## src/hw/rv_isa_pkg.sv

```systemverilog
`default_nettype none

package rv_isa_pkg;

	localparam int XLEN = 64;
	localparam int NUM_GPR = 32;

	typedef logic [XLEN-1:0] xlen_t; // Machine word for pc, data and addresses
	typedef logic [31:0] inst_t;
	typedef logic [4:0] reg_id_t;
	typedef logic [14:0] op_class_t; // One-hot class from decode
	typedef logic [6:0] opcode_t;
	typedef logic [2:0] funct3_t;

	// Classes 0, 1, 2, 5, 7, 8, 9, 10 and 11 produce a value for rd
	localparam op_class_t OP_WRITES_RD = 15'b000_1111_1010_0111;

	localparam opcode_t OPCODE_LOAD = 7'b0000011;
	localparam opcode_t OPCODE_STORE = 7'b0100011;

	// Load widths, signed and unsigned
	localparam funct3_t FUNCT3_LB = 3'b000;
	localparam funct3_t FUNCT3_LH = 3'b001;
	localparam funct3_t FUNCT3_LW = 3'b010;
	localparam funct3_t FUNCT3_LD = 3'b011;
	localparam funct3_t FUNCT3_LBU = 3'b100;
	localparam funct3_t FUNCT3_LHU = 3'b101;
	localparam funct3_t FUNCT3_LWU = 3'b110;

	// Store widths
	localparam funct3_t FUNCT3_SB = 3'b000;
	localparam funct3_t FUNCT3_SH = 3'b001;
	localparam funct3_t FUNCT3_SW = 3'b010;
	localparam funct3_t FUNCT3_SD = 3'b011;

endpackage

`default_nettype wire

```

## src/hw/retire_pkg.sv

```systemverilog
`default_nettype none

package retire_pkg;

	// Access kind carried in each retire record
	// The codes follow the trace convention of 0 none, 1 load and 2 store
	typedef enum logic [1:0] {
		MEM_NONE = 2'd0,
		MEM_LOAD = 2'd1,
		MEM_STORE = 2'd2
	} mem_kind_t;

endpackage

`default_nettype wire

```

## src/hw/wb_stage.sv

```systemverilog
`timescale 1ns/100ps
`default_nettype none

module wb_stage (
	input wire clk,
	input wire rst,
	input wire advance,
	input wire in_valid,
	input wire rv_isa_pkg::xlen_t in_pc,
	input wire rv_isa_pkg::inst_t in_inst,
	input wire rv_isa_pkg::op_class_t in_op_class,
	input wire rv_isa_pkg::reg_id_t in_rd,
	input wire rv_isa_pkg::xlen_t in_wdata,
	input wire rv_isa_pkg::xlen_t in_raddr,
	input wire rv_isa_pkg::xlen_t in_waddr,
	output logic wb_valid,
	output rv_isa_pkg::xlen_t wb_pc,
	output rv_isa_pkg::inst_t wb_inst,
	output rv_isa_pkg::xlen_t wb_raddr,
	output rv_isa_pkg::xlen_t wb_waddr,
	output logic gpr_we,
	output rv_isa_pkg::reg_id_t gpr_waddr,
	output rv_isa_pkg::xlen_t gpr_wdata
);

	rv_isa_pkg::op_class_t held_class;
	rv_isa_pkg::reg_id_t held_rd;
	rv_isa_pkg::xlen_t held_wdata;
	logic writes_rd;

	// The valid bit follows the upstream strobe only when the pipe moves
	always_ff @(posedge clk) begin
		if (rst) begin
			wb_valid <= 1'b0;
		end else if (advance) begin
			wb_valid <= in_valid;
		end
	end

	// Payload is captured on every advance, valid or not
	always_ff @(posedge clk) begin
		if (advance) begin
			wb_pc <= in_pc;
			wb_inst <= in_inst;
			held_class <= in_op_class;
			held_rd <= in_rd;
			held_wdata <= in_wdata;
			wb_raddr <= in_raddr;
			wb_waddr <= in_waddr;
		end
	end

	assign writes_rd = |(held_class & rv_isa_pkg::OP_WRITES_RD);

	// A frozen instruction stays in the register for several cycles, so the
	// write is only released on the cycle that the pipe moves on
	assign gpr_we = wb_valid && writes_rd && advance;
	assign gpr_waddr = held_rd;
	assign gpr_wdata = held_wdata; // x0 filtering is left to the register file

endmodule

`default_nettype wire

```

## src/hw/gpr_file.sv

```systemverilog
`timescale 1ns/100ps
`default_nettype none

module gpr_file (
	input wire clk,
	input wire rst,
	input wire we,
	input wire rv_isa_pkg::reg_id_t waddr,
	input wire rv_isa_pkg::xlen_t wdata,
	input wire rv_isa_pkg::reg_id_t rs1,
	input wire rv_isa_pkg::reg_id_t rs2,
	output rv_isa_pkg::xlen_t rs1_data,
	output rv_isa_pkg::xlen_t rs2_data
);

	// Only x1 to x31 have storage
	rv_isa_pkg::xlen_t regs [1:rv_isa_pkg::NUM_GPR-1];

	always_ff @(posedge clk) begin
		if (rst) begin
			for (int i = 1; i < rv_isa_pkg::NUM_GPR; i++) begin
				regs[i] <= '0;
			end
		end else if (we && (waddr != '0)) begin
			regs[waddr] <= wdata;
		end
	end

	// Same-cycle writes are not forwarded, a read sees the value after the edge
	assign rs1_data = (rs1 == '0) ? '0 : regs[rs1];
	assign rs2_data = (rs2 == '0) ? '0 : regs[rs2];

endmodule

`default_nettype wire

```

## src/hw/retire_monitor.sv

```systemverilog
`timescale 1ns/100ps
`default_nettype none

module retire_monitor #(
	parameter int COUNT_WIDTH = 32 // At least 8, all counters wrap
) (
	input wire clk,
	input wire rst,
	input wire advance,
	input wire wb_valid,
	input wire rv_isa_pkg::xlen_t wb_pc,
	input wire rv_isa_pkg::inst_t wb_inst,
	input wire rv_isa_pkg::xlen_t wb_raddr,
	input wire rv_isa_pkg::xlen_t wb_waddr,
	output logic retire_valid,
	output rv_isa_pkg::xlen_t retire_pc,
	output rv_isa_pkg::inst_t retire_inst,
	output retire_pkg::mem_kind_t retire_mem_kind,
	output rv_isa_pkg::xlen_t retire_mem_addr,
	output logic [COUNT_WIDTH-1:0] retire_count,
	output logic [COUNT_WIDTH-1:0] load_count,
	output logic [COUNT_WIDTH-1:0] store_count
);

	logic commit;
	rv_isa_pkg::opcode_t opcode;
	rv_isa_pkg::funct3_t funct3;
	retire_pkg::mem_kind_t kind;
	rv_isa_pkg::xlen_t mem_addr;

	assign commit = wb_valid && advance;
	assign opcode = wb_inst[6:0];
	assign funct3 = wb_inst[14:12];

	// Only the legal width encodings count as memory accesses
	always_comb begin
		case ({funct3, opcode})
			{rv_isa_pkg::FUNCT3_LB, rv_isa_pkg::OPCODE_LOAD},
			{rv_isa_pkg::FUNCT3_LH, rv_isa_pkg::OPCODE_LOAD},
			{rv_isa_pkg::FUNCT3_LW, rv_isa_pkg::OPCODE_LOAD},
			{rv_isa_pkg::FUNCT3_LD, rv_isa_pkg::OPCODE_LOAD},
			{rv_isa_pkg::FUNCT3_LBU, rv_isa_pkg::OPCODE_LOAD},
			{rv_isa_pkg::FUNCT3_LHU, rv_isa_pkg::OPCODE_LOAD},
			{rv_isa_pkg::FUNCT3_LWU, rv_isa_pkg::OPCODE_LOAD}: begin
				kind = retire_pkg::MEM_LOAD;
				mem_addr = wb_raddr;
			end
			{rv_isa_pkg::FUNCT3_SB, rv_isa_pkg::OPCODE_STORE},
			{rv_isa_pkg::FUNCT3_SH, rv_isa_pkg::OPCODE_STORE},
			{rv_isa_pkg::FUNCT3_SW, rv_isa_pkg::OPCODE_STORE},
			{rv_isa_pkg::FUNCT3_SD, rv_isa_pkg::OPCODE_STORE}: begin
				kind = retire_pkg::MEM_STORE;
				mem_addr = wb_waddr;
			end
			default: begin
				kind = retire_pkg::MEM_NONE;
				mem_addr = '0;
			end
		endcase
	end

	always_ff @(posedge clk) begin
		if (rst) begin
			retire_valid <= 1'b0;
			retire_count <= '0;
			load_count <= '0;
			store_count <= '0;
		end else begin
			retire_valid <= commit; // One pulse per commit edge
			if (commit) begin
				retire_count <= retire_count + 1'b1;
				if (kind == retire_pkg::MEM_LOAD) begin
					load_count <= load_count + 1'b1;
				end
				if (kind == retire_pkg::MEM_STORE) begin
					store_count <= store_count + 1'b1;
				end
			end
		end
	end

	// Record fields are only meaningful while retire_valid is high
	always_ff @(posedge clk) begin
		if (commit) begin
			retire_pc <= wb_pc;
			retire_inst <= wb_inst;
			retire_mem_kind <= kind;
			retire_mem_addr <= mem_addr;
		end
	end

endmodule

`default_nettype wire

```

## src/hw/writeback_top.sv

```systemverilog
`timescale 1ns/100ps
`default_nettype none

module writeback_top #(
	parameter int COUNT_WIDTH = 32
) (
	input wire clk,
	input wire rst,
	input wire advance,
	input wire in_valid,
	input wire rv_isa_pkg::xlen_t in_pc,
	input wire rv_isa_pkg::inst_t in_inst,
	input wire rv_isa_pkg::op_class_t in_op_class,
	input wire rv_isa_pkg::reg_id_t in_rd,
	input wire rv_isa_pkg::xlen_t in_wdata,
	input wire rv_isa_pkg::xlen_t in_raddr,
	input wire rv_isa_pkg::xlen_t in_waddr,
	input wire rv_isa_pkg::reg_id_t rs1,
	input wire rv_isa_pkg::reg_id_t rs2,
	output rv_isa_pkg::xlen_t rs1_data,
	output rv_isa_pkg::xlen_t rs2_data,
	output logic retire_valid,
	output rv_isa_pkg::xlen_t retire_pc,
	output rv_isa_pkg::inst_t retire_inst,
	output retire_pkg::mem_kind_t retire_mem_kind,
	output rv_isa_pkg::xlen_t retire_mem_addr,
	output logic [COUNT_WIDTH-1:0] retire_count,
	output logic [COUNT_WIDTH-1:0] load_count,
	output logic [COUNT_WIDTH-1:0] store_count
);

	// Held instruction as seen by the monitor
	logic wb_valid;
	rv_isa_pkg::xlen_t wb_pc;
	rv_isa_pkg::inst_t wb_inst;
	rv_isa_pkg::xlen_t wb_raddr;
	rv_isa_pkg::xlen_t wb_waddr;

	// Write port of the register file
	logic gpr_we;
	rv_isa_pkg::reg_id_t gpr_waddr;
	rv_isa_pkg::xlen_t gpr_wdata;

	wb_stage i_wb_stage (
		.clk (clk),
		.rst (rst),
		.advance (advance),
		.in_valid (in_valid),
		.in_pc (in_pc),
		.in_inst (in_inst),
		.in_op_class (in_op_class),
		.in_rd (in_rd),
		.in_wdata (in_wdata),
		.in_raddr (in_raddr),
		.in_waddr (in_waddr),
		.wb_valid (wb_valid),
		.wb_pc (wb_pc),
		.wb_inst (wb_inst),
		.wb_raddr (wb_raddr),
		.wb_waddr (wb_waddr),
		.gpr_we (gpr_we),
		.gpr_waddr (gpr_waddr),
		.gpr_wdata (gpr_wdata)
	);

	gpr_file i_gpr_file (
		.clk (clk),
		.rst (rst),
		.we (gpr_we),
		.waddr (gpr_waddr),
		.wdata (gpr_wdata),
		.rs1 (rs1),
		.rs2 (rs2),
		.rs1_data (rs1_data),
		.rs2_data (rs2_data)
	);

	retire_monitor #(
		.COUNT_WIDTH (COUNT_WIDTH)
	) i_retire_monitor (
		.clk (clk),
		.rst (rst),
		.advance (advance),
		.wb_valid (wb_valid),
		.wb_pc (wb_pc),
		.wb_inst (wb_inst),
		.wb_raddr (wb_raddr),
		.wb_waddr (wb_waddr),
		.retire_valid (retire_valid),
		.retire_pc (retire_pc),
		.retire_inst (retire_inst),
		.retire_mem_kind (retire_mem_kind),
		.retire_mem_addr (retire_mem_addr),
		.retire_count (retire_count),
		.load_count (load_count),
		.store_count (store_count)
	);

endmodule

`default_nettype wire

```

## config.mk

```make
export PLATFORM = sky130hd
export DESIGN_NAME = writeback_top
export DESIGN_NICKNAME = d
export VERILOG_FILES = /design/src/hw/rv_isa_pkg.sv /design/src/hw/retire_pkg.sv /design/src/hw/wb_stage.sv /design/src/hw/gpr_file.sv /design/src/hw/retire_monitor.sv /design/src/hw/writeback_top.sv
export SDC_FILE = /design/constraint.sdc
export NUM_CORES = 2
export LEC_CHECK = 0
export BUFFER_PORTS_ARGS = -buffer_cell sky130_fd_sc_hd__buf_2
export CORE_ASPECT_RATIO = 0.75
export CORE_MARGIN = 4
export CORE_UTILIZATION = 46
export CTS_CLUSTER_SIZE = 10
export DETAILED_ROUTE_END_ITERATION = 8
export PLACE_DENSITY_LB_ADDON = 0.15
export SLEW_MARGIN = 5
export SYNTH_ARGS = -nofsm -noshare
export SYNTH_HDL_FRONTEND = slang
export SYNTH_HIERARCHICAL = 1
export SYNTH_SLANG_ARGS = --single-unit
```

## constraint.sdc

```tcl
create_clock -name clk -period 7.6 [get_ports clk]
set_input_delay 0.76 -clock clk [delete_from_list [all_inputs] [get_ports clk]]
set_output_delay 0.76 -clock clk [all_outputs]
set_load 0.02 [all_outputs]
```

* Word-level counts from Yosys, hierarchy flattened
Memories as Yosys holds them, arrays and structs flattened. Cells that the tools add are included.
Word-level totals: logic and storage cells 58, memories 1, input bits 322, RAM bits 1984, output and inout port bits 387, bits in registers 565
Cells by class: muxes and demuxes 12, reduce and logical (&&, ||, !) cells 13, equality and inequality tests 13, add/subtract/negate cells 3
Memories:
- i_gpr_file.regs | depth 31, width 64, read ports 2, clocked after memory_dff 0, write ports 31, RTL line gpr_file.sv:17 | rv_isa_pkg::xlen_t regs [1:rv_isa_pkg::NUM_GPR-1];
Operators with widths (count):
- $mux W64 | 3
- $pmux W64 S2 | 1
- $add A32 B1 Y32 const B | 3
- $reduce_or A64 Y1 | 1
- $eq A10 B9 Y1 const B | 4
- $eq A10 B10 Y1 const B | 3
- $eq A10 B8 Y1 const B | 2
- $eq A10 B2 Y1 const B | 1
- $eq A10 B6 Y1 const B | 1
- $logic_not A5 Y1 | 2
- $reduce_or A9 Y1 | 1
- $reduce_or A7 Y1 | 1
- $mux W1 | 6
- $mux W5 | 1
- $reduce_bool A5 Y1 | 1
- $logic_and A1 B1 Y1 | 4
- $pmux W2 S2 | 1
- $reduce_and A2 Y1 | 2
- $reduce_or A4 Y1 | 1
- $eq A2 B1 Y1 const B | 1
- $eq A2 B2 Y1 const B | 1

* Depth between registers and ports, before layout
depth in word-level cells 9, gate-level depth with buffers 10, gate-level depth less buffers 7

* Hierarchy
Netlist, hierarchy kept.
By module, submodules not included:
- gpr_file | area each 108256.3 um^2, cells each 7055, sequential area each 61499.0 um^2, instances 1
- retire_monitor | area each 10458.8 um^2, cells each 840, sequential area each 6806.5 um^2, instances 1
- wb_stage | area each 9133.8 um^2, cells each 310, sequential area each 9088.7 um^2, instances 1

* Worst setup path before layout
Ideal clock, no wire load.
kind input-to-reg, from input port advance, to register i_retire_monitor.store_count[0], setup time 0.128 ns, cell stages on the path 8, data required time 7.472 ns, data arrival time 6.255 ns, buffers on the path 3, path slack 1.217 ns, cell sequence clkbuf_1 > nand2_1 > clkinv_1 > nand4_1 > clkbuf_1 > buf_1 > xor2_1 > nor2_1
On the way: word-level cells in the longest chain between the ends 2
Ends and longest elaborated chain:
- from (decl) | RTL line writeback_top.sv:9 | input wire advance,
- $logic_and A1 B1 Y1 | RTL line retire_monitor.sv:31 | assign commit = wb_valid && advance;
- via i_retire_monitor.commit | RTL line retire_monitor.sv:25 | logic commit;
- $reduce_and A2 Y1 (no line)
- to (signal assigned) | RTL line retire_monitor.sv:76 | store_count <= store_count + 1'b1;
- to (decl) | RTL line retire_monitor.sv:22 | output logic [COUNT_WIDTH-1:0] store_count
The timed path passes the listed nets, and every way through them passes these cells. A chain may end at the register's enable or synchronous reset.

* Worst setup path in the final report
from input port rs2[1], to output port rs2_data[31]
On the way: word-level cells in the longest chain between the ends 2, elaborated cells on any way between the ends 3, classes of those cells mux: 1; reduce/logical: 1; memory: 1
Ends and longest elaborated chain:
- from (decl) | RTL line writeback_top.sv:19 | input wire rv_isa_pkg::reg_id_t rs2,
- $mem_v2 Z31 W64 / $logic_not A5 Y1 (equally long branches)
- $mux W64 * | RTL line gpr_file.sv:31 | assign rs2_data = (rs2 == '0) ? '0 : regs[rs2];
- to (decl) | RTL line writeback_top.sv:21 | output rv_isa_pkg::xlen_t rs2_data,
Mark *: on every way between the ends. The rest lies on a longest branch, timed or not.

==> reports/summary.txt <==
wl on met1: 187 mm
top cell type by total area after synthesis: edfxtp_1
Max VDD drop: 0.175 mV
Final Util: 52.0%
slowest CP cell: or2_2
full die area: 287000 µm²
yosys warns: 6
required time of the critical path: 6.84 ns
pin slew with the least headroom to its limit: 1.36 ns
r2r setup slk: 2.46 ns
mapped cell area: 128000 µm²
# DRC: 0
Max-slew headroom: 9.20%
post-CTS sizing: 0
final clock skew: 0.0431 ns
mean area per synthesized cell: 15.6 µm²
Core Rows: 167
final WL: 490 mm
htree depth: 5
EDFF count, synth: 2512
Yosys cell types: 60
pre-CTS WS: 2.17 ns
startpoint types: input port
outcome: finished clean
HP Class: input port to register
Detail Route Antenna Nets: 0
Starting Density: 46.2%
post-layout min period: 5.62 ns
Slew Viols, Final: 0
Synth Register Bits: 2610
Vias: 84000
unrepaired setup endpoints after global routing: false
# hold bufs at CTS: 0
Routed met2 length: 216 mm
Pwr per Cell Area: 233 nW/µm²
FFs w/ async S/R, synth: 0%
largest net degree at the start of global routing: 131
Die W: 617 µm
postcts setup bufs: 0
clock-pin slew on the worst setup and hold paths: 0.06 ns
num ports: 709
Max Freq: 178 MHz
DR iter-0 viols: 13300
crit-path max cell delay: 0.81 ns
maxcap violations: 0
Core Region: 276000 µm²
Met3 Wirelength: 61.2 mm
RePlAce Congestion: 0.875
top sig layer: met5
endpoints failing setup: 0
Tot GR Track Use: 33.5%
setup slack after layout: 1.98 ns
crit-path most repeated cell: buf_4
clk sinks: 2610
total CTS buffers: 307
ratio of cells with drive above 1 in the final layout: 27.4%
top cell type's share of synthesized area: 59.0%
CP Cell Sequence: buf_8 -> or2_2 -> buf_4 -> nor2_1 -> nand3_2 -> buf_4 -> and3_1 -> buf_2
total leakage power: 51.8 nW
Max clock buf depth: 4
WL per Instance: 39.2 µm
Final HPWL DP: 284 mm
total gr overflow: 0
antenna violations before repair: 55
Hold Vio Cnt, Final: 0
CP Capture Type: output port
Synth area leaders: edfxtp_1, mux4_2, and2_1
cell count after synthesis: 8205
vias in the first global route: 81400
first-pass GRT wire length: 669 mm
worst path arrival time: 4.86 ns
Setup TNS: 0 ns
IO Port Bufs: 702
CTS tree: yes
Clock Latency Late Sink: 0.87 ns
area grow syn2layout: 12.4%
Tcrit/Tclk final: 74.0%
Die Height: 465 µm
Via-to-Cell Ratio: 6.73
Critical Path Fanout Max: 46
Seq/Total Area, Yosys: 60.5%
drt pass-1 iters: 6
commonest register cell after synthesis: edfxtp_1
Setup Crit Path Kind: input port to output port
final-stage net count: 8974
clk root buf: clkbuf_16
## report_power, final
| part | internal, W | switching [W] |
|---|---|---|
| logic | 0.00119 | 0.00217 |
| clock network | 0.00757 | 0.00572 |
| registers | 0.0163 | 0.000463 |
| total | 0.0251 | 0.00835 |
## registers in the layout, summed over array words and instances, names as in the netlist, 64 cells and up
signal,count
i_wb_stage/wb_raddr,64
i_retire_monitor/retire_pc,64
i_wb_stage/wb_pc,64
i_retire_monitor/retire_mem_addr,64
i_wb_stage/wb_waddr,64
i_wb_stage/gpr_wdata,64
i_gpr_file/regs,2048
## worst paths after layout
check                         startpoint                               end  cells after the start
setup / recovery                  rs2[1]                      rs2_data[31]                      8
hold / removal              in_wdata[46]          i_wb_stage/gpr_wdata[46]                      1
setup reg to reg     i_wb_stage/wb_valid            i_gpr_file/regs[7][43]                      7
hold reg to reg   i_wb_stage/wb_inst[15]  i_retire_monitor/retire_inst[15]                      0
## layer usage
metal,GRT usage [%],up-vias
met2,49.5,6320
met3,8.79,1170
met4,15.0,10
met1,46.7,43800
li1,-,32600
met5,0,-
## cells in the mapped netlist, types with 34 or more instances
master,n
edfxtp_1,2512
and2_1,1991
mux4_2,906
clkbuf_1,627
mux2i_1,366
nand2_1,143
mux2_2,138
a21oi_1,114
buf_2,103
o22ai_1,100
dfxtp_1,98
a22o_1,94
nor2_1,94
a22oi_1,74
a221oi_1,57
nand3_1,57
o221ai_1,55
or4_1,53
buf_1,49
o31ai_1,48
and3_1,43
a21o_1,42
buf_4,40
nand4_1,40
or2_2,36
nor2b_1,34
## area by class of cell
cell class	count	area, µm²
diodes	42	105
clock buffers	367	8190
clock inverters	17	210
multi-input cells	4798	47400
repair buffers	918	5730
flip-flops and latches	2610	77400
inverters	14	58.8
fillers	22500	133000
well taps	3718	4650
## placed cells by master (no fill, tap or decap), types with 32 or more instances in the layout
cell / instances
buf_4: 178
o31ai_1: 48
buf_2: 691
and2_1: 1990
a21oi_1: 114
conb_1: 64
nand3_1: 56
a21o_1: 42
nor2_4: 37
nor2_1: 57
mux2i_1: 366
a22o_1: 94
a22oi_1: 74
clkbuf_16: 319
or4_1: 53
and3_1: 42
clkbuf_1: 45
buf_12: 41
edfxtp_1: 2512
or2_4: 32
mux4_2: 906
mux2_2: 138
o22ai_1: 100
nand4_1: 40
a221oi_1: 57
diode_2: 42
o221ai_1: 55
nand2_1: 140
dfxtp_1: 98
## stage by stage
stage | cell area [µm²] | power, W | hold WS (ns) | instances
after global placement | 135000 | 0.0203 | 0.400 | 12100
final | 144000 | 0.0335 | 0.0543 | 12500
after CTS | 144000 | 0.0335 | 0.00416 | 12400
after global routing | 144000 | 0.0344 | 0.0219 | 12500
after floorplan | 128000 | 0.0188 | 0.400 | 8268
after detailed placement | 135000 | 0.0204 | 0.405 | 12100
## worst max-delay path, delay by kind of cell
family        cells  cell delay (ns)
buf+inv           4             1.75
simple gates      4             2.22
## kinds of logic (layout without fill, tap and decap cells)
group           count (synthesis)  count (layout)  share of synthesized area [%]
flops                        2610            2610                           60.5
simple gates                 2576            2576                           12.2
mux                          1410            1410                           20.0
buf+inv                       860            1316                           2.90
compound gates                731             731                           4.21
xor+xnor                       14              14                         0.0959
fa+ha+maj                       3               3                         0.0294
other cells                     1             106                        0.00293
Note: power is estimated with default switching activity, not from simulation.
